### src/rtl/llc_pkg.sv
/* llc shared sizes and types */
`default_nettype none

package llc_pkg;

    localparam int NUM_WAYS       = 4;
    localparam int WAY_BITS       = 2;
    localparam int SET_BITS       = 6;
    localparam int NUM_SETS       = 64;
    localparam int BANKS_PER_WAY  = 2;
    localparam int BANK_SET_BITS  = 5;
    localparam int TAG_BITS       = 10;
    localparam int LINE_BITS      = 32;
    localparam int SRAMS_PER_LINE = 2;
    localparam int SRAM_BITS      = LINE_BITS / SRAMS_PER_LINE;
    localparam int ADR_BITS       = 16;
    localparam int CNT_BITS       = 9;

    // mixed word: {dirty, state, tag}, padded up to the sram width
    localparam int MIXED_BITS      = 13;
    localparam int MIXED_TAG_LO    = 0;
    localparam int MIXED_STATE_LO  = TAG_BITS;
    localparam int MIXED_DIRTY_POS = TAG_BITS + 2;

    typedef enum logic [1:0] {
        ST_INVALID  = 2'd0,
        ST_VALID    = 2'd1,
        ST_MODIFIED = 2'd2
    } llc_state_e;

    typedef enum logic [1:0] {
        OP_IDLE, OP_READ, OP_WRITE, OP_FLUSH
    } llc_op_e;

    typedef enum logic [2:0] {
        LK_IDLE, LK_READ, LK_CMP, LK_WRITE, LK_ACK
    } lookup_fsm_e;

    typedef enum logic [2:0] {
        FL_IDLE, FL_READ, FL_COUNT, FL_CLEAR, FL_ACK
    } flush_fsm_e;

endpackage

`default_nettype wire

### src/rtl/llc_flush.sv
/* llc flush engine */
`default_nettype none

module llc_flush
    import llc_pkg::*;
(
    input  logic                 clk,
    input  logic                 rst,
    input  logic                 fl_cyc_i,
    input  logic                 fl_stb_i,
    input  logic                 fl_we_i,
    output logic [LINE_BITS-1:0] fl_dat_o,
    output logic                 fl_ack_o,
    output logic                 init_done_o,
    output logic                 mem_req_o,
    input  logic                 mem_gnt_i,
    output llc_op_e              mem_op_o,
    output logic [SET_BITS-1:0]  mem_set_o,
    output llc_state_e           mem_state_o,
    output logic                 mem_dirty_o,
    input  llc_state_e           rd_state_i [NUM_WAYS],
    input  logic                 rd_dirty_i [NUM_WAYS]
);

    flush_fsm_e          state_q;
    logic [SET_BITS-1:0] set_q;
    logic [CNT_BITS-1:0] cnt_q;
    logic [2:0]          set_dirty;

    assign mem_req_o   = (state_q == FL_READ) || (state_q == FL_CLEAR);
    assign mem_op_o    = (state_q == FL_CLEAR) ? OP_FLUSH :
                         (state_q == FL_READ) ? OP_READ : OP_IDLE;
    assign mem_set_o   = set_q;
    assign mem_state_o = ST_INVALID;
    assign mem_dirty_o = 1'b0;
    assign fl_ack_o    = (state_q == FL_ACK);
    assign fl_dat_o    = {{(LINE_BITS-CNT_BITS){1'b0}}, cnt_q};

    always_comb begin
        set_dirty = '0;
        for (int w = 0; w < NUM_WAYS; w++) begin
            if (rd_state_i[w] != ST_INVALID && rd_dirty_i[w]) begin
                set_dirty = set_dirty + 3'd1;
            end
        end
    end

    // reset starts a walk on its own, which clears the whole memory
    always_ff @(posedge clk or negedge rst) begin
        if (!rst) begin
            state_q <= FL_READ;
            set_q <= '0;
            cnt_q <= '0;
            init_done_o <= 1'b0;
        end else begin
            case (state_q)
                FL_IDLE: begin
                    if (fl_cyc_i && fl_stb_i) begin
                        if (fl_we_i) begin
                            cnt_q <= '0;
                        end
                        state_q <= fl_we_i ? FL_READ : FL_ACK;
                    end
                end
                FL_READ: if (mem_gnt_i) state_q <= FL_COUNT;
                FL_COUNT: begin
                    cnt_q <= cnt_q + CNT_BITS'(set_dirty);
                    state_q <= FL_CLEAR;
                end
                FL_CLEAR: begin
                    if (mem_gnt_i) begin
                        set_q <= set_q + 1'b1;
                        if (set_q != SET_BITS'(NUM_SETS - 1)) begin
                            state_q <= FL_READ;
                        end else if (!init_done_o) begin
                            // power-up contents are not a real count
                            init_done_o <= 1'b1;
                            cnt_q <= '0;
                            state_q <= FL_IDLE;
                        end else begin
                            state_q <= FL_ACK;
                        end
                    end
                end
                default: state_q <= FL_IDLE;
            endcase
        end
    end

endmodule

`default_nettype wire

### config.mk
export PLATFORM = sky130hd
export DESIGN_NAME = llc_flush
export DESIGN_NICKNAME = d
export VERILOG_FILES = /design/src/rtl/llc_pkg.sv /design/src/rtl/llc_flush.sv
export SDC_FILE = /design/constraint.sdc
export NUM_CORES = 1
export LEC_CHECK = 0
export ABC_CLOCK_PERIOD_IN_PS = 3800
export BUFFER_PORTS_ARGS = -buffer_cell sky130_fd_sc_hd__buf_2
export CELL_PAD_IN_SITES_DETAIL_PLACEMENT = 2
export CELL_PAD_IN_SITES_GLOBAL_PLACEMENT = 2
export CORE_ASPECT_RATIO = 0.9
export CORE_MARGIN = 2
export CORE_UTILIZATION = 29
export DETAILED_ROUTE_END_ITERATION = 12
export PLACE_DENSITY = 0.81
export SLEW_MARGIN = 20
export SYNTH_ARGS = -nofsm -noshare
export SYNTH_HDL_FRONTEND = slang
export SYNTH_SLANG_ARGS = --single-unit
### constraint.sdc
create_clock -name clk -period 3.8 [get_ports clk]
set_clock_uncertainty 0.05 [all_clocks]
set_input_delay 0 -clock clk [delete_from_list [all_inputs] [get_ports clk]]
set_output_delay 0 -clock clk [all_outputs]
set_load 0.02 [all_outputs]
==> qor.csv <==
stage,metric,value,unit
clock_tree,htree_levels,1,
final_layout,drive_gt1_share,23.7,%
pwr,peakVddDrop,0.236,mV
synth,syn_avg_cell_area,9.13,um^2
global_routing,grt_pass1_vias,1204,
clock_tree,insertion_delay,0.26,ns
timing,drv_slew,0,
synth,syn_inst,161,
clock_tree,cts_tree,yes,
worst_setup_path,worstPathArrival,2.84,ns
timing,rsz0062_at_grt,no,
timing,setup_viol,0,
worst_setup_path,startpoint_type,input pin,
timing,hold_violations,0,
worst_setup_path,rrSetupSlack,1.77,ns
worst_setup_path,cpPeakStageDelay,0.41,ns
timing,slew-limit-headroom,64.0,%
clock_tree,cts_setup_buffers,0,
global_routing,grt_max_degree,20,
timing,period_needed,2.74,ns
place,place_area,1600,um^2
global_routing,grt_usage,12.7,%
drt,wire_per_inst,13.6,um
floorplanning,fp.dieW,79.1,um
place,dp_hpwl,2940,um
floorplanning,dieArea,5660,um^2
synth,synth_flop_cell,dfrtp_1,
timing,fin_crit_sh,72.1,%
global_routing,grt_pass1_wl,5770,um
place,place.gp.congestion,0.759,
drt,ant_nets,0,
global_routing,antenna_found_initial,0,
worst_setup_path,critPathMaxFanout,3,
floorplanning,start_util,30.2,%
final_layout,nFillCells,605,
synth,synthArstFlopShare,100,%
synth,yosysWarnings,0,
drt,first_pass_iters,4,
worst_setup_path,crit_slowest_cell,fa_1,
floorplanning,fp.dieH,71.5,um
synth,yosysTopAreaCell,dfrtp_1,
timing,finalWorstSetupSlack,1.06,ns
clock_tree,cts_buffers,3,
hold_path,hold_class,input pin to flip-flop,
timing,holdWs,0.0706,ns
drt,viasPerCell,4.59,
outcome,status,"finished, final reports clean",
synth,synth.distinct_cells,45,
drt,detail_route.wirelength,3580,um
global_routing,overflow,0,
final_layout,fin_util,34.0,%
synth,syn_area,1470,um^2
floorplanning,io_pins,64,
synth,synth_area_leaders,"dfrtp_1 31%, buf_4 14%, ha_1 8.5%",
worst_setup_path,end_kind,flip-flop,
synth,synth_edf_count,0,
clock_tree,cts_max_path_buffers,2,
timing,max_freq,365,MHz
place,post-place-cells,258,
timing,fin_setup_tns,0,ns
worst_setup_path,critPathKind,input pin to flip-flop,
pwr,finalPower,0.993,mW
timing,tightest_slew,0.536,ns
floorplanning,coreArea,4860,um^2
drt,drt_first_iter_violations,31,
synth,yosysSeqAreaShare,32.4,%
worst_setup_path,critical_path.cell_chain,"buf_2, o21ai_0, inv_1, ha_1, xnor2_1, xnor2_1, ha_1, inv_1, fa_1, nor2b_1, o211ai_1, and3_1, a211o_1",
synth,ys_seq_elements,19,
pwr,leakagePower,0.886,nW
worst_setup_path,required,3.90,ns
run,max_cap_violations,0,
drt,remaining_drc_errors,0,
final_layout,syn_to_final_growth,12.6,%
clock_tree,cts_sinks,19,
place,dpl_worst_slack,0.762,ns
final_layout,finalNetCount,228,
drt,vias,1208,
clock_tree,root_buffer,clkbuf_8,
clock_tree,clk_pin_slew,0.08,ns
final_layout,final_cell_count_no_fill,263,
place,io_buffers,37,
pwr,powerDensity,600,nW/um^2
final_layout,antenna_cells,0,
floorplanning,rows,24,
final_layout,final_area,1660,um^2
synth,yosys.area.top_type_share,30.6,%
-- repair_timing --
action                                  CTS  global route
endpoints found under the hold margin    19             0
endpoints found under the setup margin    0             0
hold buffers                              1             0
gates resized for setup                   0             0
-- final timing paths --
kind / from / to / depth (start not counted)
max: rd_state_i[5] / cnt_q[8]$_DFFE_PN0P_ / 13
min: mem_gnt_i / state_q[1]$_DFFE_PN0P_ / 4
max reg2reg: cnt_q[0]$_DFFE_PN0P_ / cnt_q[8]$_DFFE_PN0P_ / 7
min reg2reg: mem_set_o[3]$_DFFE_PN0P_ / mem_set_o[3]$_DFFE_PN0P_ / 1
max in group asynchronous: rst / state_q[0]$_DFFE_PN1P_ / 2
min in group asynchronous: rst / cnt_q[3]$_DFFE_PN0P_ / 2
-- cells in the final DEF, fill, tap and decap left out, types with 4 or more instances in the layout --
master	netlist	routed
nand2_1	13	13
inv_1	10	10
conb_1	1	26
a31oi_1	4	4
nor2_1	8	8
xnor2_1	7	7
o21ai_0	5	5
nand3_1	7	7
buf_2	1	37
ha_1	10	10
dfrtp_1	18	18
-- critical path: cells and delay by family --
kind	cells	cell delay [ns]
fa+ha+maj	3	0.94
compound gates	3	0.71
xor+xnor	2	0.48
simple gates	2	0.43
buf+inv	3	0.28
-- cell type report --
class	instances	area, um^2	area share [%]
Timing Repair Buffer	38	195	11.8
Multi-Input combinational cell	126	816	49.3
Tap cell	65	81.3	4.91
Clock buffer	4	45.0	2.72
Inverter	11	41.3	2.49
Sequential cell	19	477	28.8
-- cells in the mapped netlist, types with 4 or more instances --
master	number
buf_4	27
nand2_1	13
nor2_1	8
o21ai_0	5
a31oi_1	4
ha_1	10
xnor2_1	7
dfrtp_1	18
inv_1	10
nand3_1	7
-- flip-flops by register name (all words and copies together), names as in the netlist --
signal / flops
mem_set_o: 6
cnt_q: 9
state_q: 3
init_done_o: 1
-- report_power, final --
part | switching (mW) | internal (mW) | leakage [nW]
combinational | 0.303 | 0.187 | 0.617
sequential | 0.0919 | 0.266 | 0.246
clock | 0.0706 | 0.0746 | 0.0228
total | 0.465 | 0.528 | 0.886
-- layer usage --
metal	track usage (%)	share of wire [%]	vias up	routed length, um
met5	0	0	-	0
met4	1.72	0.47	0	17
met3	2.90	5.7	2	205
met2	22.5	51	39	1810
met1	16.4	43	589	1550
li1	-	-	578	-
-- logic make-up (layout without fill, tap and decap cells) --
logic type	count (synthesis)	count (layout)	share of synthesized area, %
other	1	26	0.255
AO/OA/AOI/OAI	32	32	15.5
AND/OR/NAND/NOR	45	45	16.1
multiplexers	2	2	1.45
buffers and inverters	41	53	18.5
XOR/XNOR	10	10	5.96
adder cells (fa/ha/maj)	11	11	9.87
flip-flops	19	19	32.4
(Power assumes the default switching activity.)
