**src/rtl/llc_pkg.sv**
```systemverilog
/* llc shared sizes and types */
`default_nettype none

package llc_pkg;

    localparam int NUM_WAYS       = 4;
    localparam int WAY_BITS       = 2;
    localparam int SET_BITS       = 6;
    localparam int NUM_SETS       = 64;
    localparam int BANKS_PER_WAY  = 2;
    localparam int BANK_SET_BITS  = 5;
    localparam int TAG_BITS       = 10;
    localparam int LINE_BITS      = 32;
    localparam int SRAMS_PER_LINE = 2;
    localparam int SRAM_BITS      = LINE_BITS / SRAMS_PER_LINE;
    localparam int ADR_BITS       = 16;
    localparam int CNT_BITS       = 9;

    // mixed word: {dirty, state, tag}, padded up to the sram width
    localparam int MIXED_BITS      = 13;
    localparam int MIXED_TAG_LO    = 0;
    localparam int MIXED_STATE_LO  = TAG_BITS;
    localparam int MIXED_DIRTY_POS = TAG_BITS + 2;

    typedef enum logic [1:0] {
        ST_INVALID  = 2'd0,
        ST_VALID    = 2'd1,
        ST_MODIFIED = 2'd2
    } llc_state_e;

    typedef enum logic [1:0] {
        OP_IDLE, OP_READ, OP_WRITE, OP_FLUSH
    } llc_op_e;

    typedef enum logic [2:0] {
        LK_IDLE, LK_READ, LK_CMP, LK_WRITE, LK_ACK
    } lookup_fsm_e;

    typedef enum logic [2:0] {
        FL_IDLE, FL_READ, FL_COUNT, FL_CLEAR, FL_ACK
    } flush_fsm_e;

endpackage

`default_nettype wire

```
**src/rtl/llc_lookup.sv**
```systemverilog
/* llc lookup engine */
`default_nettype none

module llc_lookup
    import llc_pkg::*;
(
    input  logic                 clk,
    input  logic                 rst,
    input  logic                 lk_cyc_i,
    input  logic                 lk_stb_i,
    input  logic                 lk_we_i,
    input  logic [ADR_BITS-1:0]  lk_adr_i,
    input  logic [LINE_BITS-1:0] lk_dat_i,
    output logic [LINE_BITS-1:0] lk_dat_o,
    output logic                 lk_ack_o,
    output logic                 lk_hit_o,
    output logic [WAY_BITS-1:0]  lk_way_o,
    input  logic                 init_done_i,
    output logic                 mem_req_o,
    input  logic                 mem_gnt_i,
    output llc_op_e              mem_op_o,
    output logic [SET_BITS-1:0]  mem_set_o,
    output logic [WAY_BITS-1:0]  mem_way_o,
    output logic [TAG_BITS-1:0]  mem_tag_o,
    output logic [LINE_BITS-1:0] mem_line_o,
    output llc_state_e           mem_state_o,
    output logic                 mem_dirty_o,
    output logic                 mem_wr_evict_o,
    output logic [WAY_BITS-1:0]  mem_evict_way_o,
    input  logic [TAG_BITS-1:0]  rd_tag_i [NUM_WAYS],
    input  llc_state_e           rd_state_i [NUM_WAYS],
    input  logic [LINE_BITS-1:0] rd_line_i [NUM_WAYS],
    input  logic [WAY_BITS-1:0]  rd_evict_way_i
);

    lookup_fsm_e          state_q;
    logic                 hit;
    logic [WAY_BITS-1:0]  hit_way;
    logic                 hit_q;
    logic [WAY_BITS-1:0]  way_q;
    logic [LINE_BITS-1:0] dat_q;

    // wishbone inputs are held until ack, so the address is used directly
    assign mem_set_o       = lk_adr_i[SET_BITS-1:0];
    assign mem_tag_o       = lk_adr_i[ADR_BITS-1 -: TAG_BITS];
    assign mem_line_o      = lk_dat_i;
    assign mem_way_o       = way_q;
    assign mem_state_o     = ST_MODIFIED;
    assign mem_dirty_o     = 1'b1;
    assign mem_req_o       = (state_q == LK_READ) || (state_q == LK_WRITE);
    assign mem_op_o        = (state_q == LK_WRITE) ? OP_WRITE :
                             (state_q == LK_READ) ? OP_READ : OP_IDLE;
    // a miss allocation moves the set's victim pointer on
    assign mem_wr_evict_o  = (state_q == LK_WRITE) && !hit_q;
    assign mem_evict_way_o = way_q + 1'b1;

    assign lk_ack_o = (state_q == LK_ACK);
    assign lk_hit_o = hit_q;
    assign lk_way_o = way_q;
    assign lk_dat_o = dat_q;

    always_comb begin
        hit = 1'b0;
        hit_way = '0;
        for (int w = 0; w < NUM_WAYS; w++) begin
            if (rd_state_i[w] != ST_INVALID && rd_tag_i[w] == mem_tag_o) begin
                hit = 1'b1;
                hit_way = WAY_BITS'(w);
            end
        end
    end

    always_ff @(posedge clk or negedge rst) begin
        if (!rst) begin
            state_q <= LK_IDLE;
            hit_q <= 1'b0;
            way_q <= '0;
            dat_q <= '0;
        end else begin
            case (state_q)
                LK_IDLE: if (lk_cyc_i && lk_stb_i && init_done_i) state_q <= LK_READ;
                LK_READ: if (mem_gnt_i) state_q <= LK_CMP;
                LK_CMP: begin
                    hit_q <= hit;
                    way_q <= hit ? hit_way : rd_evict_way_i;
                    dat_q <= (hit && !lk_we_i) ? rd_line_i[hit_way] : '0;
                    state_q <= lk_we_i ? LK_WRITE : LK_ACK;
                end
                LK_WRITE: if (mem_gnt_i) state_q <= LK_ACK;
                default: state_q <= LK_IDLE;
            endcase
        end
    end

endmodule

`default_nettype wire

```
**config.mk**
```make
export PLATFORM = sky130hd
export DESIGN_NAME = llc_lookup
export DESIGN_NICKNAME = d
export VERILOG_FILES = /design/src/rtl/llc_pkg.sv /design/src/rtl/llc_lookup.sv
export SDC_FILE = /design/constraint.sdc
export NUM_CORES = 1
export LEC_CHECK = 0
export BUFFER_PORTS_ARGS = -buffer_cell sky130_fd_sc_hd__clkbuf_2
export CAP_MARGIN = 20
export CORE_AREA = 2 2 129 131
export DETAILED_ROUTE_END_ITERATION = 8
export DIE_AREA = 0 0 131 133
export PLACE_DENSITY_LB_ADDON = 0.25
export SYNTH_ARGS = -nofsm -noshare
export SYNTH_HDL_FRONTEND = slang
export SYNTH_SLANG_ARGS = --single-unit
```
**constraint.sdc**
```tcl
create_clock -name clk -period 2.1 [get_ports clk]
set_clock_uncertainty 0.1 [all_clocks]
set_input_delay 0.105 -clock clk [delete_from_list [all_inputs] [get_ports clk]]
set_output_delay 0.105 -clock clk [all_outputs]
set_load 0.05 [all_outputs]
```
==> results of run 1 <==
-- what timing repair did --
| action | in CTS | in global routing |
|---|---|---|
| hold buffers | 4 | 0 |
| gates resized for setup | 0 | 6 |
| endpoints found under the hold margin | 40 | 0 |
| setup endpoints to repair | 0 | 34 |
-- worst paths after layout --
kind / startpoint / endpoint / slack (ns) / depth (start not counted)
min in group asynchronous: rst / lk_dat_o[28] / 0.32 / 3
min: rd_line_i[18] / lk_dat_o[18] / 0.006 / 3
max reg2reg: state_q[2] / lk_dat_o[30] / 0.31 / 3
min reg2reg: lk_dat_o[4] / lk_dat_o[4] / 0.38 / 2
max in group asynchronous: rst / lk_dat_o[21] / 1.20 / 3
max: lk_adr_i[14] / lk_dat_o[30] / 0.09 / 7
-- cell usage after synthesis, types with 3 or more instances --
| cell type | instances | area (µm²) |
|---|---|---|
| clkbuf_1 | 22 | 82.6 |
| nor4_1 | 4 | 25.0 |
| a221oi_1 | 34 | 298 |
| xor2_1 | 18 | 158 |
| nand2_1 | 38 | 143 |
| o21ai_1 | 32 | 160 |
| a21oi_1 | 3 | 15.0 |
| and3_1 | 33 | 206 |
| xnor2_1 | 24 | 210 |
| nor2b_1 | 4 | 25.0 |
| mux2_2 | 32 | 360 |
| nand3_1 | 3 | 15.0 |
| dfrtp_1 | 38 | 951 |
| nor2_1 | 4 | 15.0 |
| o21ai_0 | 3 | 15.0 |
| nor3b_1 | 3 | 22.5 |
| buf_6 | 3 | 33.8 |
| buf_4 | 53 | 398 |
-- worst min-delay path, cell delays in order --
cell	delay, ns
clkbuf_2	0.08
a221oi_1	0.07
o21ai_1	0.10
-- per-stage QoR --
step                cells  power [W]
floorplan             373    0.00193
global placement      796    0.00217
detailed placement    796    0.00219
CTS                   808    0.00302
global route          811    0.00314
finish                811    0.00297
-- power breakdown --
part,internal [W],switching [W],total (W)
registers,0.000793,0.0000488,0.000842
logic,0.000464,0.000884,0.00135
clock network,0.000471,0.000306,0.000777
total,0.00173,0.00124,0.00297
-- sequential cells by signal, summed over array words and instances (netlist names) --
name and count:
lk_hit_o 1, state_q 3, lk_way_o 2, lk_dat_o 32
-- placed cells by master, fill, tap and decap left out, drive strengths merged --
cell type | Yosys | final
a221oi | 34 | 34
and2 | 1 | 1
and3 | 33 | 33
dfrtp | 38 | 38
nand3b | 1 | 1
inv | 2 | 2
nor2 | 4 | 5
nor3 | 3 | 3
o2111ai | 2 | 2
dlygate4sd3 | 0 | 4
nand4 | 2 | 2
or4 | 1 | 1
nand2 | 38 | 38
xor2 | 18 | 18
mux2 | 32 | 32
or3b | 1 | 1
o21ai | 35 | 35
nor3b | 3 | 3
a21boi | 1 | 1
nor4 | 5 | 5
a21oi | 3 | 3
nor2b | 4 | 4
nand3 | 3 | 3
xnor2 | 24 | 24
nand4b | 2 | 2
buf | 56 | 33
clkbuf | 22 | 255
or3 | 2 | 4
conb | 2 | 3
clkinv | 0 | 1
-- cells by family after synthesis --
group | Yosys count | synth area share, %
other | 2 | 0.229
xor gates and xnor gates | 42 | 11.2
DFF | 38 | 29.0
AOI/OAI and AO/OA | 75 | 15.6
buffers and inverters | 80 | 15.9
and+or+nand+nor | 103 | 17.1
muxes | 32 | 11.0
-- per-layer routing --
metal / wire [µm] / GRT usage [%]
met1: 5610 / 17.4
met2: 6660 / 25.0
met3: 884 / 2.83
met4: 167 / 3.96
met5: 0 / 0
-- area by class of cell --
class	instances	area share, %
Clock buffer	7	2.96
Tap cell	220	5.71
Timing Repair Buffer	285	32.0
Inverter	2	0.156
Sequential cell	38	19.7
Clock inverter	1	0.104
Multi-Input combinational cell	258	39.4
==> flow_summary.toml, run 1 <==
[outcome]
status = "completed"

[cells_and_area]
drive_gt1_share_pct = 56.2
area_delta_synth_final_pct = 47.0
diodes = 0
final_cell_area_um2 = 4820
final_core_util_pct = 29.8
fin_nets = 823
fillers = 1757
regArea_um2 = 951
multiInputGateArea_um2 = 1900

[drt]
vias = 3571
routed_wl_mm = 13.3
wl_per_cell_um = 16.4
first_pass_iters = 4
drcViolationCount = 0
vias_per_cell = 4.40
drt_iter0_drc = 86
antenna_left = 0

[timing]
slew_headroom_pct = 57.6
hold_violations = 0
drv_slew = 0
setup_ws_ns = 0.0926
fin_crit_sh_pct = 95.6
finalSetupViolCount = 0
fmax_mhz = 498
min_period_ns = 2.01
whs_ns = 0.00646
tightestPinTransition_ns = 0.635
fin_setup_tns_ns = 0
rsz0062_at_grt = "false"

[power]
vdd_drop_max_mv = 0.379
powerDensity_nw_per_um2 = 615
leakage_nw = 2.56

[worst_setup_path]
cpLargestDelayFamily = "simple AND/OR/NAND/NOR gates"
critPathCaptureType = "flip-flop"
worst_path_largest_cell_delay_ns = 0.58
path_max_fanout = 16
required_ns = 2.21
path_cells = "clkbuf_2, xor2_1, or4_1, nor4_4, nor4_4, or3_4, o21ai_1"
slowest_stage = "or4_1"
path_buf_inv = 1
path_class = "primary input to flip-flop"
start_kind = "primary input"
crit_path_frequent_cell = "nor4_4"
crit_arrival_ns = 2.12

[place]
io_buffers = 248
pre_cts_slack_ns = -0.258
gp_congestion = 0.800
place_area_um2 = 4580
dp_hpwl_mm = 10.2

[die]
core_area_um2 = 16200
io_pins = 328
design.die.area_um2 = 17400
rows = 47
die_w_um = 131
die_y_um = 133
start_util_pct = 20.3

[clocking]
cts.htree.levels = 2
cts_buffers = 5
cts_max_path_buffers = 2
cts.sinks = 38
cts_tree = "done"
root_buffer = "clkbuf_16"
clk_latency_ns = 0.28
post_cts_buffers = 0
cts.clk_slew.worst_paths_ns = 0.06

[yosys]
synth-seq-cells = 38
synth_flop_cell = "dfrtp_1"
synth_area_um2 = 3280
ys_types = 33
synthArstFlopShare_pct = 100
synth.yosys.seq_area_share_pct = 29.0
syn_avg_cell_area_um2 = 8.83
ys_warn_count = 0
synthCells = 372
synth_edf_count = 0

[grt]
grt_antenna_before_repair = 0
grt_pass1_vias = 3851
grt_start_max_net_pins = 39
grt_pass1_wl_mm = 19.3
track_usage_pct = 14.2
overflow = 0

[run]
maxCapViolCount = 0

[hold_path]
holdCritPathClass = "primary input to flip-flop"
(Power assumes the default switching activity.)
==> run 2, diff against run 1 <==
==> config.mk (replaced) <==
export PLATFORM = sky130hd
export DESIGN_NAME = llc_lookup
export DESIGN_NICKNAME = d
export VERILOG_FILES = /design/src/rtl/llc_pkg.sv /design/src/rtl/llc_lookup.sv
export SDC_FILE = /design/constraint.sdc
export NUM_CORES = 1
export LEC_CHECK = 0
export CAP_MARGIN = 20
export CORE_AREA = 2 2 129 131
export DETAILED_ROUTE_END_ITERATION = 8
export DIE_AREA = 0 0 131 133
export DONT_BUFFER_PORTS = 1
export PLACE_DENSITY_LB_ADDON = 0.2
export SYNTH_ARGS = -nofsm -noshare
export SYNTH_HDL_FRONTEND = slang
export SYNTH_SLANG_ARGS = --single-unit
==> flow_summary.toml, run 2 (synthesis gave the netlist of run 1 again) <==
[die]
io_pins = 328
rows = 47
die_w_um = 131
core_area_um2 = 16200
design.die.area_um2 = 17400
start_util_pct = 20.3
die_y_um = 133

[power]
powerDensity_nw_per_um2 = 726
leakage_nw = 1.59
vdd_drop_max_mv = 0.351

[worst_setup_path]
critPathCaptureType = "flip-flop"
worst_path_largest_cell_delay_ns = 0.55
crit_arrival_ns = 2.01
path_max_fanout = 32
path_buf_inv = 0
slowest_stage = "or4_1"
path_class = "primary input to flip-flop"
required_ns = 2.21
cpLargestDelayFamily = "simple AND/OR/NAND/NOR gates"
critPathLaunch = "lk_adr_i[14]"
start_kind = "primary input"
reg2reg_from = "state_q[2]"
path_cells = "xor2_1, or4_1, nor4_2, nor4_1, or3_4, o21ai_1"

[drt]
drcViolationCount = 0
first_pass_iters = 4
vias_per_cell = 4.72
wl_per_cell_um = 20.7
vias = 2756
routed_wl_mm = 12.1
drt_iter0_drc = 65
antenna_left = 0

[timing]
setup_ws_ns = 0.200
tightestPinTransition_ns = 0.914
hold_violations = 0
rsz0062_at_grt = "false"
fin_crit_sh_pct = 90.5
fmax_mhz = 526
drv_slew = 0
min_period_ns = 1.90
slew_headroom_pct = 38.9
whs_ns = 0.0254
fin_setup_tns_ns = 0
finalSetupViolCount = 0

[clocking]
cts.sinks = 38
clk_latency_ns = 0.28
cts.htree.levels = 2
root_buffer = "clkbuf_16"
cts_max_path_buffers = 2
ctsResizeCount = 0
cts_tree = "done"
post_cts_buffers = 0
cts_buffers = 5
cts.clk_slew.worst_paths_ns = 0.06

[grt]
grt_start_max_net_pins = 39
track_usage_pct = 13.5
grt_pass1_wl_mm = 17.4
overflow = 0
grt_pass1_vias = 2937
grt_antenna_before_repair = 1

[cells_and_area]
multiInputGateArea_um2 = 1850
largest_reg_flops = 32
regArea_um2 = 951
fillers = 1788
fin_nets = 596
final_cell_area_um2 = 3820
area_delta_synth_final_pct = 16.3
final_cell_mix = "nand2_1 (38), dlygate4sd3_1 (38), dfrtp_1 (38), a221oi_1 (34)"
drive_gt1_share_pct = 19.8
diodes = 0

[hold_path]
holdCritPathClass = "primary input to flip-flop"
min_from = "rd_line_i[44]"

[place]
gp_congestion = 0.702
dp_hpwl_mm = 9.52
pre_cts_slack_ns = -0.132
io_buffers = 0
place_area_um2 = 3260

[run]
maxCapViolCount = 0

[outcome]
status = "completed"
==> run 2: stage by stage <==
step,util (%),power (W),std cells
finish,23.6,0.00277,584
global route,23.6,0.00293,584
CTS,23.6,0.00283,584
detailed placement,20.2,0.00192,537
global placement,20.2,0.00192,537
floorplan,-,0.00193,373
==> run 2: layout make-up <==
type | instances | share of cell area (%)
Clock buffer | 6 | 3.64
Clock inverter | 2 | 0.328
Inverter | 2 | 0.197
Multi-Input combinational cell | 255 | 48.4
Sequential cell | 38 | 24.9
Tap cell | 220 | 7.21
Timing Repair Buffer | 61 | 15.3
==> run 2: worst paths after layout <==
kind / endpoint / slack, ns / cells after the start
worst min-delay path: lk_dat_o[12] / 0.03 / 3
min in group asynchronous: lk_dat_o[27] / 0.22 / 2
max in group asynchronous: lk_dat_o[13] / 1.47 / 2
worst min register to register: lk_way_o[1] / 0.45 / 2
worst max register to register: lk_dat_o[2] / 0.25 / 3
worst max-delay path: lk_dat_o[2] / 0.20 / 6
==> run 2: report_power, final <==
part           leakage [nW]  switching (W)  total [W]  internal, W
logic                 0.991       0.000688    0.00107     0.000382
registers             0.524       0.000127   0.000918     0.000791
clock network        0.0729       0.000315   0.000785     0.000471
total                  1.59        0.00113    0.00277      0.00164
==> run 2: timing repair <==
action / 4_1_cts / 5_1_grt
hold buffers: 39 / 0
endpoints found under the hold margin: 75 / 0
endpoints found under the setup margin: 0 / 0
==> run 2: worst register-to-register path: cells and delay by family (launching register included) <==
kind | cells | cell delay (ns)
flops | 1 | 0.37
simple gates | 2 | 1.10
compound gates | 1 | 0.21
==> run 2: per-layer routing <==
metal / wire (µm) / global-route usage (%) / up-vias
li1: - / - / 1265
met1: 4890 / 15.9 / 1299
met2: 6170 / 24.1 / 175
met3: 857 / 2.99 / 17
met4: 183 / 4.02 / 0
met5: 0 / 0 / -
==> run 3, diff against run 2 <==
--- a/config.mk
+++ b/config.mk
@@ -10,7 +10,7 @@
 export DETAILED_ROUTE_END_ITERATION = 8
 export DIE_AREA = 0 0 131 133
 export DONT_BUFFER_PORTS = 1
-export PLACE_DENSITY_LB_ADDON = 0.2
+export PLACE_DENSITY_LB_ADDON = 0.08
 export SYNTH_ARGS = -nofsm -noshare
 export SYNTH_HDL_FRONTEND = slang
 export SYNTH_SLANG_ARGS = --single-unit
==> flow_summary.toml, run 3 (synthesis gave the netlist of run 1 again) <==
[power]
leakage_nw = 1.61
vdd_drop_max_mv = 0.292
powerDensity_nw_per_um2 = 787

[die]
die_w_um = 131
rows = 47
io_pins = 328
design.die.area_um2 = 17400
start_util_pct = 20.3
die_y_um = 133
core_area_um2 = 16200

[timing]
rsz0062_at_grt = "false"
hold_violations = 0
min_period_ns = 1.88
fmax_mhz = 531
finalSetupViolCount = 0
slew_headroom_pct = 40.6
drv_slew = 0
fin_setup_tns_ns = 0
fin_crit_sh_pct = 89.7
tightestPinTransition_ns = 0.889

[cells_and_area]
final_core_util_pct = 23.9
area_delta_synth_final_pct = 17.6
fin_nets = 597
final_cell_mix = "nand2_1 (38), dlygate4sd3_1 (38), dfrtp_1 (38), a221oi_1 (34)"
largest_reg_flops = 32
drive_gt1_share_pct = 20.0
finalNonFillerCells = 586

[grt]
grt_pass1_vias = 2845
grt_pass1_wl_mm = 17.8
overflow = 0
track_usage_pct = 14.0
grt_start_max_net_pins = 39
grt_antenna_before_repair = 1

[place]
dp_hpwl_mm = 9.52
io_buffers = 0
gp_congestion = 0.725
dpl.cell_count = 538

[drt]
wl_per_cell_um = 21.5
first_pass_iters = 4
drt_iter0_drc = 82
vias = 2704
antenna_left = 0
vias_per_cell = 4.61
drcViolationCount = 0
routed_wl_mm = 12.6

[worst_setup_path]
start_kind = "primary input"
critPathCaptureType = "flip-flop"
path_class = "primary input to flip-flop"
crit_arrival_ns = 2.00
path_max_fanout = 32
required_ns = 2.21

[clocking]
post_cts_buffers = 0
cts_buffers = 5
cts_tree = "done"
cts.sinks = 38
root_buffer = "clkbuf_16"
cts.clk_slew.worst_paths_ns = 0.06
cts_max_path_buffers = 2
cts.htree.levels = 2
clk_latency_ns = 0.29

[run]
maxCapViolCount = 0

[hold_path]
holdCritPathClass = "primary input to flip-flop"

[outcome]
status = "completed"
==> run 3: cell count changes in the layout (fill, tap and decap cells not counted), sizes merged <==
cell,delta
buf,+1
bufinv,+2
clkbuf,-1
clkinvlp,-1
diode,+1
==> run 3: what timing repair did <==
| item | in CTS | in global routing |
|---|---|---|
| gates resized for setup | 0 | 0 |
| setup endpoints to repair | 0 | 0 |
| endpoints found under the hold margin | 75 | 0 |
| hold buffers | 39 | 0 |
==> run 3: path summary, 6_finish.rpt <==
check,startpoint,to,slack [ns],cells past startpoint
setup / recovery,lk_adr_i[14],lk_dat_o[17],0.22,6
hold / removal,rd_line_i[33],lk_dat_o[1],0.02,3
setup reg to reg,state_q[2],lk_dat_o[17],0.25,3
hold reg to reg,lk_way_o[0],lk_way_o[0],0.45,2
max in group asynchronous,rst,lk_way_o[1],1.47,2
min in group asynchronous,rst,lk_dat_o[30],0.21,2
==> run 3: layout make-up <==
type	count	area [µm²]
Inverter	2	7.51
Tap cell	220	275
Fill cell	1770	12300
Clock buffer	5	125
Clock inverter	3	68.8
Timing Repair Buffer	62	581
Sequential cell	38	951
Antenna cell	1	2.50
Multi-Input combinational cell	255	1850
==> run 3: per-stage QoR <==
stage / hold WS (ns) / setup slack [ns] / total power [W] / instance area (µm²)
2_1_floorplan: -0.291 / 0.0559 / 0.00193 / 3300
3_3_place_gp: -0.289 / -0.0362 / 0.00195 / 3260
3_5_place_dp: -0.289 / -0.128 / 0.00195 / 3260
4_1_cts: 0.0140 / 0.185 / 0.00311 / 3860
5_1_grt: 0.0314 / 0.0970 / 0.00321 / 3860
6_report: 0.0212 / 0.217 / 0.00304 / 3860
==> run 3: where the power goes <==
part,switching (W),leakage [nW],total (W),internal (W)
registers,0.000125,0.524,0.000917,0.000791
clock network,0.000337,0.0940,0.00102,0.000683
logic,0.000706,0.993,0.00110,0.000394
==> run 3: critical path: stages <==
cell and delay, ns:
xor2_1 0.15, or4_1 0.54, nor4_2 0.32, nor4_1 0.13, or3_4 0.52, o21ai_1 0.20
==> run 3: layer usage <==
metal / share of wire (%) / GRT usage (%) / up-vias
li1: - / - / 1267
met1: 39 / 16.5 / 1263
met2: 50 / 23.9 / 143
met3: 6.4 / 2.87 / 31
met4: 3.9 / 6.97 / 0
met5: 0 / 0 / -
