--- src/rtl/llc_pkg.sv ---
/* llc shared sizes and types */
`default_nettype none

package llc_pkg;

    localparam int NUM_WAYS       = 4;
    localparam int WAY_BITS       = 2;
    localparam int SET_BITS       = 6;
    localparam int NUM_SETS       = 64;
    localparam int BANKS_PER_WAY  = 2;
    localparam int BANK_SET_BITS  = 5;
    localparam int TAG_BITS       = 10;
    localparam int LINE_BITS      = 32;
    localparam int SRAMS_PER_LINE = 2;
    localparam int SRAM_BITS      = LINE_BITS / SRAMS_PER_LINE;
    localparam int ADR_BITS       = 16;
    localparam int CNT_BITS       = 9;

    // mixed word: {dirty, state, tag}, padded up to the sram width
    localparam int MIXED_BITS      = 13;
    localparam int MIXED_TAG_LO    = 0;
    localparam int MIXED_STATE_LO  = TAG_BITS;
    localparam int MIXED_DIRTY_POS = TAG_BITS + 2;

    typedef enum logic [1:0] {
        ST_INVALID  = 2'd0,
        ST_VALID    = 2'd1,
        ST_MODIFIED = 2'd2
    } llc_state_e;

    typedef enum logic [1:0] {
        OP_IDLE, OP_READ, OP_WRITE, OP_FLUSH
    } llc_op_e;

    typedef enum logic [2:0] {
        LK_IDLE, LK_READ, LK_CMP, LK_WRITE, LK_ACK
    } lookup_fsm_e;

    typedef enum logic [2:0] {
        FL_IDLE, FL_READ, FL_COUNT, FL_CLEAR, FL_ACK
    } flush_fsm_e;

endpackage

`default_nettype wire

--- src/rtl/llc_mem_arbiter.sv ---
/* round-robin memory arbiter */
`default_nettype none

module llc_mem_arbiter
    import llc_pkg::*;
(
    input  logic                 clk,
    input  logic                 rst,
    input  logic                 lk_req_i,
    input  llc_op_e              lk_op_i,
    input  logic [SET_BITS-1:0]  lk_set_i,
    input  logic [WAY_BITS-1:0]  lk_way_i,
    input  logic [TAG_BITS-1:0]  lk_tag_i,
    input  logic [LINE_BITS-1:0] lk_line_i,
    input  llc_state_e           lk_state_i,
    input  logic                 lk_dirty_i,
    input  logic                 lk_wr_evict_i,
    input  logic [WAY_BITS-1:0]  lk_evict_way_i,
    output logic                 lk_gnt_o,
    input  logic                 fl_req_i,
    input  llc_op_e              fl_op_i,
    input  logic [SET_BITS-1:0]  fl_set_i,
    input  llc_state_e           fl_state_i,
    input  logic                 fl_dirty_i,
    output logic                 fl_gnt_o,
    output llc_op_e              mem_op_o,
    output logic [SET_BITS-1:0]  mem_set_o,
    output logic [WAY_BITS-1:0]  mem_way_o,
    output logic [TAG_BITS-1:0]  mem_tag_o,
    output logic [LINE_BITS-1:0] mem_line_o,
    output llc_state_e           mem_state_o,
    output logic                 mem_dirty_o,
    output logic                 mem_wr_evict_o,
    output logic [WAY_BITS-1:0]  mem_evict_way_o
);

    // set when the lookup port won the last grant
    logic last_lk_q;

    assign lk_gnt_o = lk_req_i & (~fl_req_i | ~last_lk_q);
    assign fl_gnt_o = fl_req_i & ~lk_gnt_o;

    always_comb begin
        mem_op_o        = OP_IDLE;
        mem_set_o       = fl_set_i;
        mem_way_o       = '0;
        mem_tag_o       = '0;
        mem_line_o      = '0;
        mem_state_o     = fl_state_i;
        mem_dirty_o     = fl_dirty_i;
        mem_wr_evict_o  = 1'b0;
        mem_evict_way_o = '0;
        if (lk_gnt_o) begin
            mem_op_o        = lk_op_i;
            mem_set_o       = lk_set_i;
            mem_way_o       = lk_way_i;
            mem_tag_o       = lk_tag_i;
            mem_line_o      = lk_line_i;
            mem_state_o     = lk_state_i;
            mem_dirty_o     = lk_dirty_i;
            mem_wr_evict_o  = lk_wr_evict_i;
            mem_evict_way_o = lk_evict_way_i;
        end else if (fl_gnt_o) begin
            mem_op_o = fl_op_i;
        end
    end

    always_ff @(posedge clk or negedge rst) begin
        if (!rst) begin
            last_lk_q <= 1'b0;
        end else if (lk_gnt_o | fl_gnt_o) begin
            last_lk_q <= lk_gnt_o;
        end
    end

endmodule

`default_nettype wire

--- config.mk ---
export PLATFORM = sky130hd
export DESIGN_NAME = llc_mem_arbiter
export DESIGN_NICKNAME = d
export VERILOG_FILES = /design/src/rtl/llc_pkg.sv /design/src/rtl/llc_mem_arbiter.sv
export SDC_FILE = /design/constraint.sdc
export NUM_CORES = 1
export LEC_CHECK = 0
export ABC_AREA = 1
export BUFFER_PORTS_ARGS = -buffer_cell sky130_fd_sc_hd__buf_4
export CORE_ASPECT_RATIO = 1.25
export CORE_MARGIN = 2
export CORE_UTILIZATION = 23
export DETAILED_ROUTE_END_ITERATION = 8
export PLACE_DENSITY = 0.8
export SLEW_MARGIN = 20
export SYNTH_ARGS = -nofsm -noshare
export SYNTH_HDL_FRONTEND = slang
export SYNTH_SLANG_ARGS = --single-unit
--- constraint.sdc ---
create_clock -name clk -period 1.1 [get_ports clk]
set_input_delay 0.11 -clock clk [delete_from_list [all_inputs] [get_ports clk]]
set_output_delay 0.11 -clock clk [all_outputs]
set_load 0.05 [all_outputs]
==> results of run 1 <==
-- kinds of logic after synthesis --
kind of cell  after synthesis  synth area share, %
buf+inv                    56                 39.7
flops                       1                 4.20
simple gates               85                 56.1
-- cells in the mapped netlist, drive strengths merged --
cell type / number / area share (%)
buf: 7 / 8.8
dfrtp: 1 / 4.2
inv: 49 / 31
nand2: 33 / 22
nand3: 4 / 3.4
nor2: 48 / 30
-- stage by stage --
step / hold slack [ns] / area, sq um / worst slack [ns]
2_1_floorplan: -0.186 / 998 / -0.130
3_5_place_dp: -0.113 / 2140 / -0.176
3_3_place_gp: -0.112 / 2140 / -0.165
==> flow_summary.yaml, run 1 <==
status:
  lastStage: "clock tree synthesis"
  status: "stopped before the end"
  stop_error: "[ERROR DPL-0038] Utilization greater than 100%, impossible to legalize"
synth:
  syn_inst: 142
  ys_types: 11
  synth_area_per_cell_sq_um: 4.19
  synth-seq-cells: 1
  netlist_area_sq_um: 596
  syn_nets: 215
  yosysSeqAreaShare_pct: 4.20
  yosysWarnings: 0
placed_design:
  dp_hpwl_mm: 3.06
  dp_cells: 313
  gp_congestion: 0.708
  portBuffers: 132
floorplan:
  start_util_pct: 24.3
  num_io_pins: 133
  die_w_um: 49.5
  die_h_um: 60.9
  fp-row-count: 20
clock_tree:
  cts_setup_buffers: 2
  ctsHoldBuffers: 1
  cts_resized: 106
==> inputs of run 2 (changes only) <==
--- a/config.mk
+++ b/config.mk
@@ -7,11 +7,10 @@
 export LEC_CHECK = 0
 export ABC_AREA = 1
 export BUFFER_PORTS_ARGS = -buffer_cell sky130_fd_sc_hd__buf_4
-export CORE_ASPECT_RATIO = 1.25
-export CORE_MARGIN = 2
-export CORE_UTILIZATION = 23
+export CORE_AREA = 2 2 63 65
 export DETAILED_ROUTE_END_ITERATION = 8
-export PLACE_DENSITY = 0.8
+export DIE_AREA = 0 0 65 67
+export PLACE_DENSITY_LB_ADDON = 0.15
 export SLEW_MARGIN = 20
 export SYNTH_ARGS = -nofsm -noshare
 export SYNTH_HDL_FRONTEND = slang
==> flow_summary.yaml, run 2 <==
layout:
  layout_common_cells: "buf_4, inv_1, nor2_4"
  fin_area_sq_mm: 0.00242
  final_common_cell: "buf_4"
  regMostFlops: "last_lk_q"
  multi_input_area_sq_um: 787
  area_growth_pct: 306
  layout-drive-gt1-share_pct: 76.3
  antenna-diode-count: 0
  largest_reg_flops: 1
  top_regs: "last_lk_q (1)"
  regArea_sq_um: 25.0
  nets: 353
  instances_no_fill: 326
  fin_util_pct: 67.0
  fillers: 319
floorplan:
  core_area_sq_mm: 0.00361
  die_h_um: 67
  fp-row-count: 22
  fp.dieArea_sq_mm: 0.00436
  die_w_um: 65
  start_util_pct: 16.5
  num_io_pins: 133
drt:
  ant_nets: 0
  via_per_inst: 3.74
  wl_per_cell_um: 10.1
  vias: 1218
  first_pass_iters: 4
  drt_iter0_markers: 8
  routed_wl_mm: 3.29
  drc: 0
global_routing:
  grt_first_pass_wirelength_mm: 4.58
  grt_pass1_vias: 1095
  grt-ovfl-total: 0
  grt_max_degree: 24
  grt_util_all_layers_pct: 12.8
  grt_antenna_before_repair: 0
synth:
  synthFlopType: "dfrtp_1"
  ys_types: 11
  syn_inst: 142
  synth_area_leader_cell: "inv_1"
  synth-seq-cells: 1
  ys_async_sr_fraction_pct: 100
  yosys-top-cells-area: "inv_1, nor2_1, nand2_1"
  netlist_area_sq_um: 596
  yosysWarnings: 0
  synth_area_per_cell_sq_um: 4.19
  yosysSeqAreaShare_pct: 4.20
  synth_edf_count: 0
  synth_common_cells: "inv_1, nor2_1, nand2_1"
  yosysTopAreaCellShare_pct: 30.3
  syn_nets: 215
sta:
  fin_skew_ns: 0
  tightest_slew_ns: 0.265
  whs_ns: 0.453
  rsz0062_at_grt: "yes"
  min_period_over_period_pct: 110
  setup_viol: 54
  slew_headroom_pct: 82.3
  fin_tns_setup_ns: -3.73
  worst_slack_ns: -0.114
  hold_violations: 0
  slew_violations: 0
  max_freq_mhz: 824
  period_needed_ns: 1.21
placed_design:
  dp_hpwl_mm: 2.70
  portBuffers: 132
  place_worst_setup_slack_ns: -0.129
  gp_congestion: 0.703
  dp_cells: 324
  placed_area_sq_mm: 0.00211
worst_setup_path:
  crit_path_end_kind: "primary output"
  worstPathRequired_ns: 0.99
  worst-path-max-fanout: 16
  critPathKind: "reg2out"
  r2r_slack_ns: 0.18
  cp-start-kind: "flip-flop"
  worstPathArrival_ns: 1.10
power_and_ir_drop:
  ir_worst_vdd_uv: 266
  power_mw: 1.64
  power_density_mw_per_mm2: 677
  p_leak_nw: 1.32
clock_tree:
  clkTransAtPathRegs_ns: 0
  cts_setup_buffers: 0
  clkLatencyLatePin_ns: 0
status:
  status: "complete, but fails checks"
  failed_checks: "negative setup slack"
flow_run:
  max_cap_violations: 0
worst_hold_path:
  hp-class: "in2async"
run 2: cell counts after synthesis:
Identical to the previous run, type by type.
run 2: final cells by class:
type / count / share of cell area, %
well taps: 48 / 2.48
flip-flops and latches: 1 / 1.04
inverters: 49 / 7.71
repair buffers: 143 / 56.2
multi-input cells: 85 / 32.6
run 2: cell families after synthesis:
| family | Yosys count | share of synthesized area, % |
|---|---|---|
| buf+inv | 56 | 39.7 |
| flops | 1 | 4.20 |
| simple gates | 85 | 56.1 |
run 2: final timing paths:
check,depth (start not counted),end,startpoint
worst max register to register,4,last_lk_q$_DFFE_PN0P_,last_lk_q$_DFFE_PN0P_
min in group clk,2,last_lk_q$_DFFE_PN0P_,last_lk_q$_DFFE_PN0P_
max in group asynchronous,2,last_lk_q$_DFFE_PN0P_,rst
worst min register to register,2,last_lk_q$_DFFE_PN0P_,last_lk_q$_DFFE_PN0P_
worst min-delay path,2,last_lk_q$_DFFE_PN0P_,rst
worst max-delay path,6,mem_tag_o[5],last_lk_q$_DFFE_PN0P_
run 2: power breakdown:
group	total, mW	internal (mW)	switching [mW]
clock network	0	0	0
logic	1.59	0.651	0.942
registers	0.0438	0.0414	0.00233
run 2: critical path: stages, from the launching register on:
cell and delay (ns):
dfrtp_1 0.36, nand2_2 0.09, nand2_4 0.10, buf_12 0.18, buf_4 0.14, nor2_4 0.07
buf_6 0.16
run 2: routing by layer:
metal	GRT usage [%]	part of all wire, %
met1	13.3	33
met4	1.33	0.88
met2	26.9	57
met5	0	0
met3	2.20	8.8
run 2: what timing repair did:
action | CTS | global route
gates resized for setup | 47 | 22
endpoints found under the hold margin | 1 | 0
endpoints found under the setup margin | 54 | 58
hold buffers | 1 | 0
pin swaps | 0 | 1
cloned | 0 | 1
(Power assumes the default switching activity.)
==> inputs of run 3 (changes only) <==
--- a/config.mk
+++ b/config.mk
@@ -11,6 +11,7 @@
 export DETAILED_ROUTE_END_ITERATION = 8
 export DIE_AREA = 0 0 65 67
 export PLACE_DENSITY_LB_ADDON = 0.15
+export SKIP_LAST_GASP = 1
 export SLEW_MARGIN = 20
 export SYNTH_ARGS = -nofsm -noshare
 export SYNTH_HDL_FRONTEND = slang
==> flow_summary.yaml, run 3 (synthesis gave the netlist of run 2 again) <==
global_routing:
  grt_first_pass_wirelength_mm: 4.48
  grt_antenna_before_repair: 0
  grt_max_degree: 24
  grt-ovfl-total: 0
  grt_pass1_vias: 1078
  grt_util_all_layers_pct: 12.4
drt:
  wl_per_cell_um: 9.59
  first_pass_iters: 4
  routed_wl_mm: 3.13
  via_per_inst: 3.73
  vias: 1215
  drc: 0
  ant_nets: 0
  drt_iter0_markers: 17
power_and_ir_drop:
  p_leak_nw: 1.30
  power_mw: 1.59
  ir_worst_vdd_uv: 263
  power_density_mw_per_mm2: 674
sta:
  slew_violations: 0
  rsz0062_at_grt: "yes"
  setup_viol: 54
  min_period_over_period_pct: 110
  slew_headroom_pct: 82.3
  worst_slack_ns: -0.112
  fin_skew_ns: 0
  tightest_slew_ns: 0.265
  whs_ns: 0.453
  period_needed_ns: 1.21
  max_freq_mhz: 825
  hold_violations: 0
layout:
  fin_util_pct: 65.4
  antenna-diode-count: 0
  layout_common_cells: "buf_4, inv_1, nor2_4"
  top_regs: "last_lk_q (1)"
  final_common_cell: "buf_4"
  instances_no_fill: 326
  nets: 353
  layout-drive-gt1-share_pct: 73.7
  regMostFlops: "last_lk_q"
  largest_reg_flops: 1
  area_growth_pct: 296
worst_setup_path:
  r2r_slack_ns: 0.21
  critPathCapture: "mem_line_o[26]"
  cp-start-kind: "flip-flop"
  reg2reg_from: "last_lk_q$_DFFE_PN0P_"
  worstPathRequired_ns: 0.99
  worst-path-max-fanout: 5
  critPathSlowestCell: "dfrtp_1"
  critPathKind: "reg2out"
  crit_path_start: "last_lk_q$_DFFE_PN0P_"
  reg2regPathDepth: 4
  worstPathArrival_ns: 1.10
  regToRegEndpoint: "last_lk_q$_DFFE_PN0P_"
  critical_path.max_stage_delay_ns: 0.36
  critical_path.cell_chain: "nand2_2 -> nand2_4 -> buf_12 -> clkbuf_16 -> nor2_4 -> buf_6"
  crit_path_end_kind: "primary output"
placed_design:
  dp_cells: 324
  gp_congestion: 0.703
  place_worst_setup_slack_ns: -0.129
  dp_hpwl_mm: 2.70
  portBuffers: 132
clock_tree:
  clkTransAtPathRegs_ns: 0
  clkLatencyLatePin_ns: 0
floorplan:
  die_h_um: 67
  fp-row-count: 22
  core_area_sq_mm: 0.00361
  fp.dieArea_sq_mm: 0.00436
  die_w_um: 65
  num_io_pins: 133
  start_util_pct: 16.5
flow_run:
  max_cap_violations: 0
worst_hold_path:
  hp-class: "in2async"
status:
  status: "complete, but fails checks"
  failed_checks: "negative setup slack"
-- run 3: through the flow --
step | instance area [sq um] | setup TNS, ns
final | 2360 | -3.74
after floorplan | 998 | -5.06
after detailed placement | 2110 | -4.72
after global placement | 2110 | -4.27
after global routing | 2360 | -5.93
after CTS | 2270 | -4.02
-- run 3: critical path: cells and delay by family, from the launching register on --
kind	cells	cell delay, ns
and+or+nand+nor	3	0.27
DFF	1	0.36
buffers and inverters	3	0.48
-- run 3: layout make-up --
class / count / area, sq um
Sequential cell: 1 / 25.0
Timing Repair Buffer: 143 / 1320
Tap cell: 48 / 60.1
Multi-Input combinational cell: 85 / 764
Fill cell: 327 / 1250
Inverter: 49 / 186
-- run 3: layer usage --
layer	global-route usage, %	up-vias	share of wire [%]
li1	-	647	-
met1	13.1	511	33
met2	25.9	55	58
met3	2.20	2	9.1
met4	1.33	0	0.45
met5	0	-	0
-- run 3: power breakdown --
group	switching (mW)	internal, mW	total (mW)
Clock	0	0	0
Combinational	0.924	0.620	1.54
Sequential	0.00233	0.0414	0.0438
-- run 3: worst min path at each step --
| stage | startpoint | end | slack [ns] |
|---|---|---|---|
| 6_report | rst | last_lk_q$_DFFE_PN0P_ | 0.45 |
| 5_1_grt | rst | last_lk_q$_DFFE_PN0P_ | 0.47 |
| 4_1_cts | rst | last_lk_q$_DFFE_PN0P_ | 0.46 |
| 3_5_place_dp | rst | last_lk_q$_DFFE_PN0P_ | -0.11 |
| 3_3_place_gp | rst | last_lk_q$_DFFE_PN0P_ | -0.11 |
| 2_1_floorplan | rst | last_lk_q$_DFFE_PN0P_ | -0.19 |
-- run 3: what timing repair did --
action                                  in CTS  in global routing
endpoints found under the setup margin      54                 58
pin swaps                                    0                  1
hold endpoints to repair                     1                  0
gates cloned                                 0                  1
hold buffers                                 1                  0
setup buffers                                0                  0
resized for setup                           38                 14
==> inputs of run 4 (changes only) <==
--- a/config.mk
+++ b/config.mk
@@ -5,7 +5,6 @@
 export SDC_FILE = /design/constraint.sdc
 export NUM_CORES = 1
 export LEC_CHECK = 0
-export ABC_AREA = 1
 export BUFFER_PORTS_ARGS = -buffer_cell sky130_fd_sc_hd__buf_4
 export CORE_AREA = 2 2 63 65
 export DETAILED_ROUTE_END_ITERATION = 8
==> flow_summary.yaml, run 4 <==
global_routing:
  grt_util_all_layers_pct: 12.0
  grt-ovfl-total: 0
  grt_first_pass_wirelength_mm: 4.27
  grt_pass1_vias: 988
  grt_antenna_before_repair: 0
  grt_max_degree: 16
worst_setup_path:
  critPathKind: "reg2out"
  worstPathRequired_ns: 0.99
  crit_family: "flip-flops"
  critPathSlowestCell: "dfrtp_1"
  reg2regPathDepth: 4
  r2r_slack_ns: 0.18
  crit_path_end_kind: "primary output"
  cp_num_buf_inv: 2
  critical_path.cell_chain: "a21boi_4 -> buf_12 -> mux2_4 -> buf_4"
  worstPathArrival_ns: 1.23
  worst-path-max-fanout: 12
  regToRegEndpoint: "last_lk_q$_DFFE_PN0P_"
  cp-start-kind: "flip-flop"
  critical_path.max_stage_delay_ns: 0.38
  reg2reg_from: "last_lk_q$_DFFE_PN0P_"
flow_run:
  max_cap_violations: 0
drt:
  met3_wirelength_um: 443
  routed_wl_mm: 2.94
  via_per_inst: 4.02
  first_pass_iters: 2
  met2_length_mm: 1.59
  dr.max_layer_used: "met3"
  ant_nets: 0
  vias: 1026
  met1Wirelength_um: 907
  wl_per_cell_um: 11.5
  drt_iter0_markers: 9
  drc: 0
synth:
  ys_types: 11
  syn_nets: 143
  synthFlopType: "dfrtp_1"
  yosys-top-cells-area: "and2_1, mux2_2, dfrtp_1"
  yosysWarnings: 0
  synth_common_cells: "and2_1, mux2_2, clkbuf_1"
  synth_area_per_cell_sq_um: 7.31
  ys_async_sr_fraction_pct: 100
  yosysSeqAreaShare_pct: 4.89
  synth_edf_count: 0
  synth_area_leader_cell: "and2_1"
  netlist_area_sq_um: 512
  synth.most_common_cell: "and2_1"
  syn_inst: 70
  yosysTopAreaCellShare_pct: 58.7
  synth-seq-cells: 1
power_and_ir_drop:
  p_leak_nw: 1.08
  power_density_mw_per_mm2: 773
  ir_worst_vdd_uv: 345
clock_tree:
  clkTransAtPathRegs_ns: 0
  clkLatencyLatePin_ns: 0
placed_design:
  dp_hpwl_mm: 2.40
  gp_congestion: 0.663
  portBuffers: 132
sta:
  setup_viol: 60
  min_period_over_period_pct: 122
  worst_slack_ns: -0.238
  tightest_slew_ns: 0.157
  fin_skew_ns: 0
  max_freq_mhz: 747
  period_needed_ns: 1.34
  slew_violations: 0
  rsz0062_at_grt: "yes"
  slew_headroom_pct: 89.5
  whs_ns: 0.373
  hold_violations: 0
layout:
  layout-drive-gt1-share_pct: 98.1
  regArea_sq_um: 25.0
  regMostFlops: "last_lk_q"
  fin_util_pct: 55.2
  multi_input_area_sq_um: 589
  fillers: 307
  area_growth_pct: 289
  largest_reg_flops: 1
  antenna-diode-count: 0
  top_regs: "last_lk_q (1)"
  nets: 282
  layout_common_cells: "buf_4, buf_6, and2_4"
  final_common_cell: "buf_4"
floorplan:
  num_io_pins: 133
  fp.dieArea_sq_mm: 0.00436
  die_w_um: 65
  die_h_um: 67
  start_util_pct: 14.2
  core_area_sq_mm: 0.00361
  fp-row-count: 22
worst_hold_path:
  holdPathStages: 3
  min_from: "lk_req_i"
  min_to: "last_lk_q$_DFFE_PN0P_"
  hp-class: "in2reg"
status:
  failed_checks: "negative setup slack"
  status: "complete, but fails checks"
## run 4: logic make-up after synthesis
| logic type | count (synthesis) | synth area share (%) |
|---|---|---|
| and+or+nand+nor | 49 | 59.9 |
| muxes | 9 | 19.8 |
| buffers and inverters | 7 | 8.31 |
| AOI/OAI and AO/OA | 4 | 7.09 |
| DFF | 1 | 4.89 |
## run 4: final cells by class
cell class | instances | area share (%)
timing repair buffer | 143 | 65.9
tap | 48 | 3.02
multi-input combinational | 62 | 29.6
inverter | 1 | 0.189
sequential | 1 | 1.26
## run 4: repair_timing
| item | in CTS | in global routing |
|---|---|---|
| gates cloned | 1 | 0 |
| hold endpoints to repair | 1 | 0 |
| setup buffers | 2 | 1 |
| gates resized for setup | 50 | 7 |
| endpoints found under the setup margin | 59 | 60 |
| hold buffers | 1 | 0 |
## run 4: worst max-delay path by stage
stage                           from              to  slack (ns)  cells past startpoint
6_report       last_lk_q$_DFFE_PN0P_    mem_set_o[4]       -0.24                      4
5_1_grt        last_lk_q$_DFFE_PN0P_  mem_state_o[0]       -0.27                      4
4_1_cts        last_lk_q$_DFFE_PN0P_     mem_dirty_o       -0.24                      4
3_5_place_dp   last_lk_q$_DFFE_PN0P_  mem_line_o[27]       -0.25                      5
3_3_place_gp   last_lk_q$_DFFE_PN0P_    mem_set_o[5]       -0.22                      4
2_1_floorplan  last_lk_q$_DFFE_PN0P_     mem_dirty_o       -0.17                      3
## run 4: layer usage
layer / vias to the layer above / global-route usage, %
met5: - / 0
met4: 0 / 0
met3: 0 / 2.87
met2: 84 / 24.5
met1: 447 / 13.1
li1: 495 / -
## run 4: tightest hold or removal path, delay by kind of cell
family / cells / cell delay (ns)
buf+inv: 1 / 0.10
simple gates: 1 / 0.06
compound gates: 1 / 0.06
## run 4: through the flow
step           setup WS, ns  cell area, sq um  setup TNS (ns)  cells  power (mW)
6_report             -0.238              1990          -11.70    255        1.54
5_1_grt              -0.272              1990          -14.40    255        1.60
4_1_cts              -0.236              1960          -11.79    254        1.52
3_5_place_dp         -0.253              1720          -13.49    250        1.38
3_3_place_gp         -0.216              1720          -11.41    250        1.36
2_1_floorplan        -0.169               642           -8.58     70       0.909
## run 4: where the power goes
part	total [mW]	internal, mW	switching, mW	leakage (nW)
sequential	0.0485	0.0430	0.00555	0.0120
combinational	1.49	0.695	0.796	1.07
clock	0	0	0	0
total	1.54	0.738	0.801	1.08
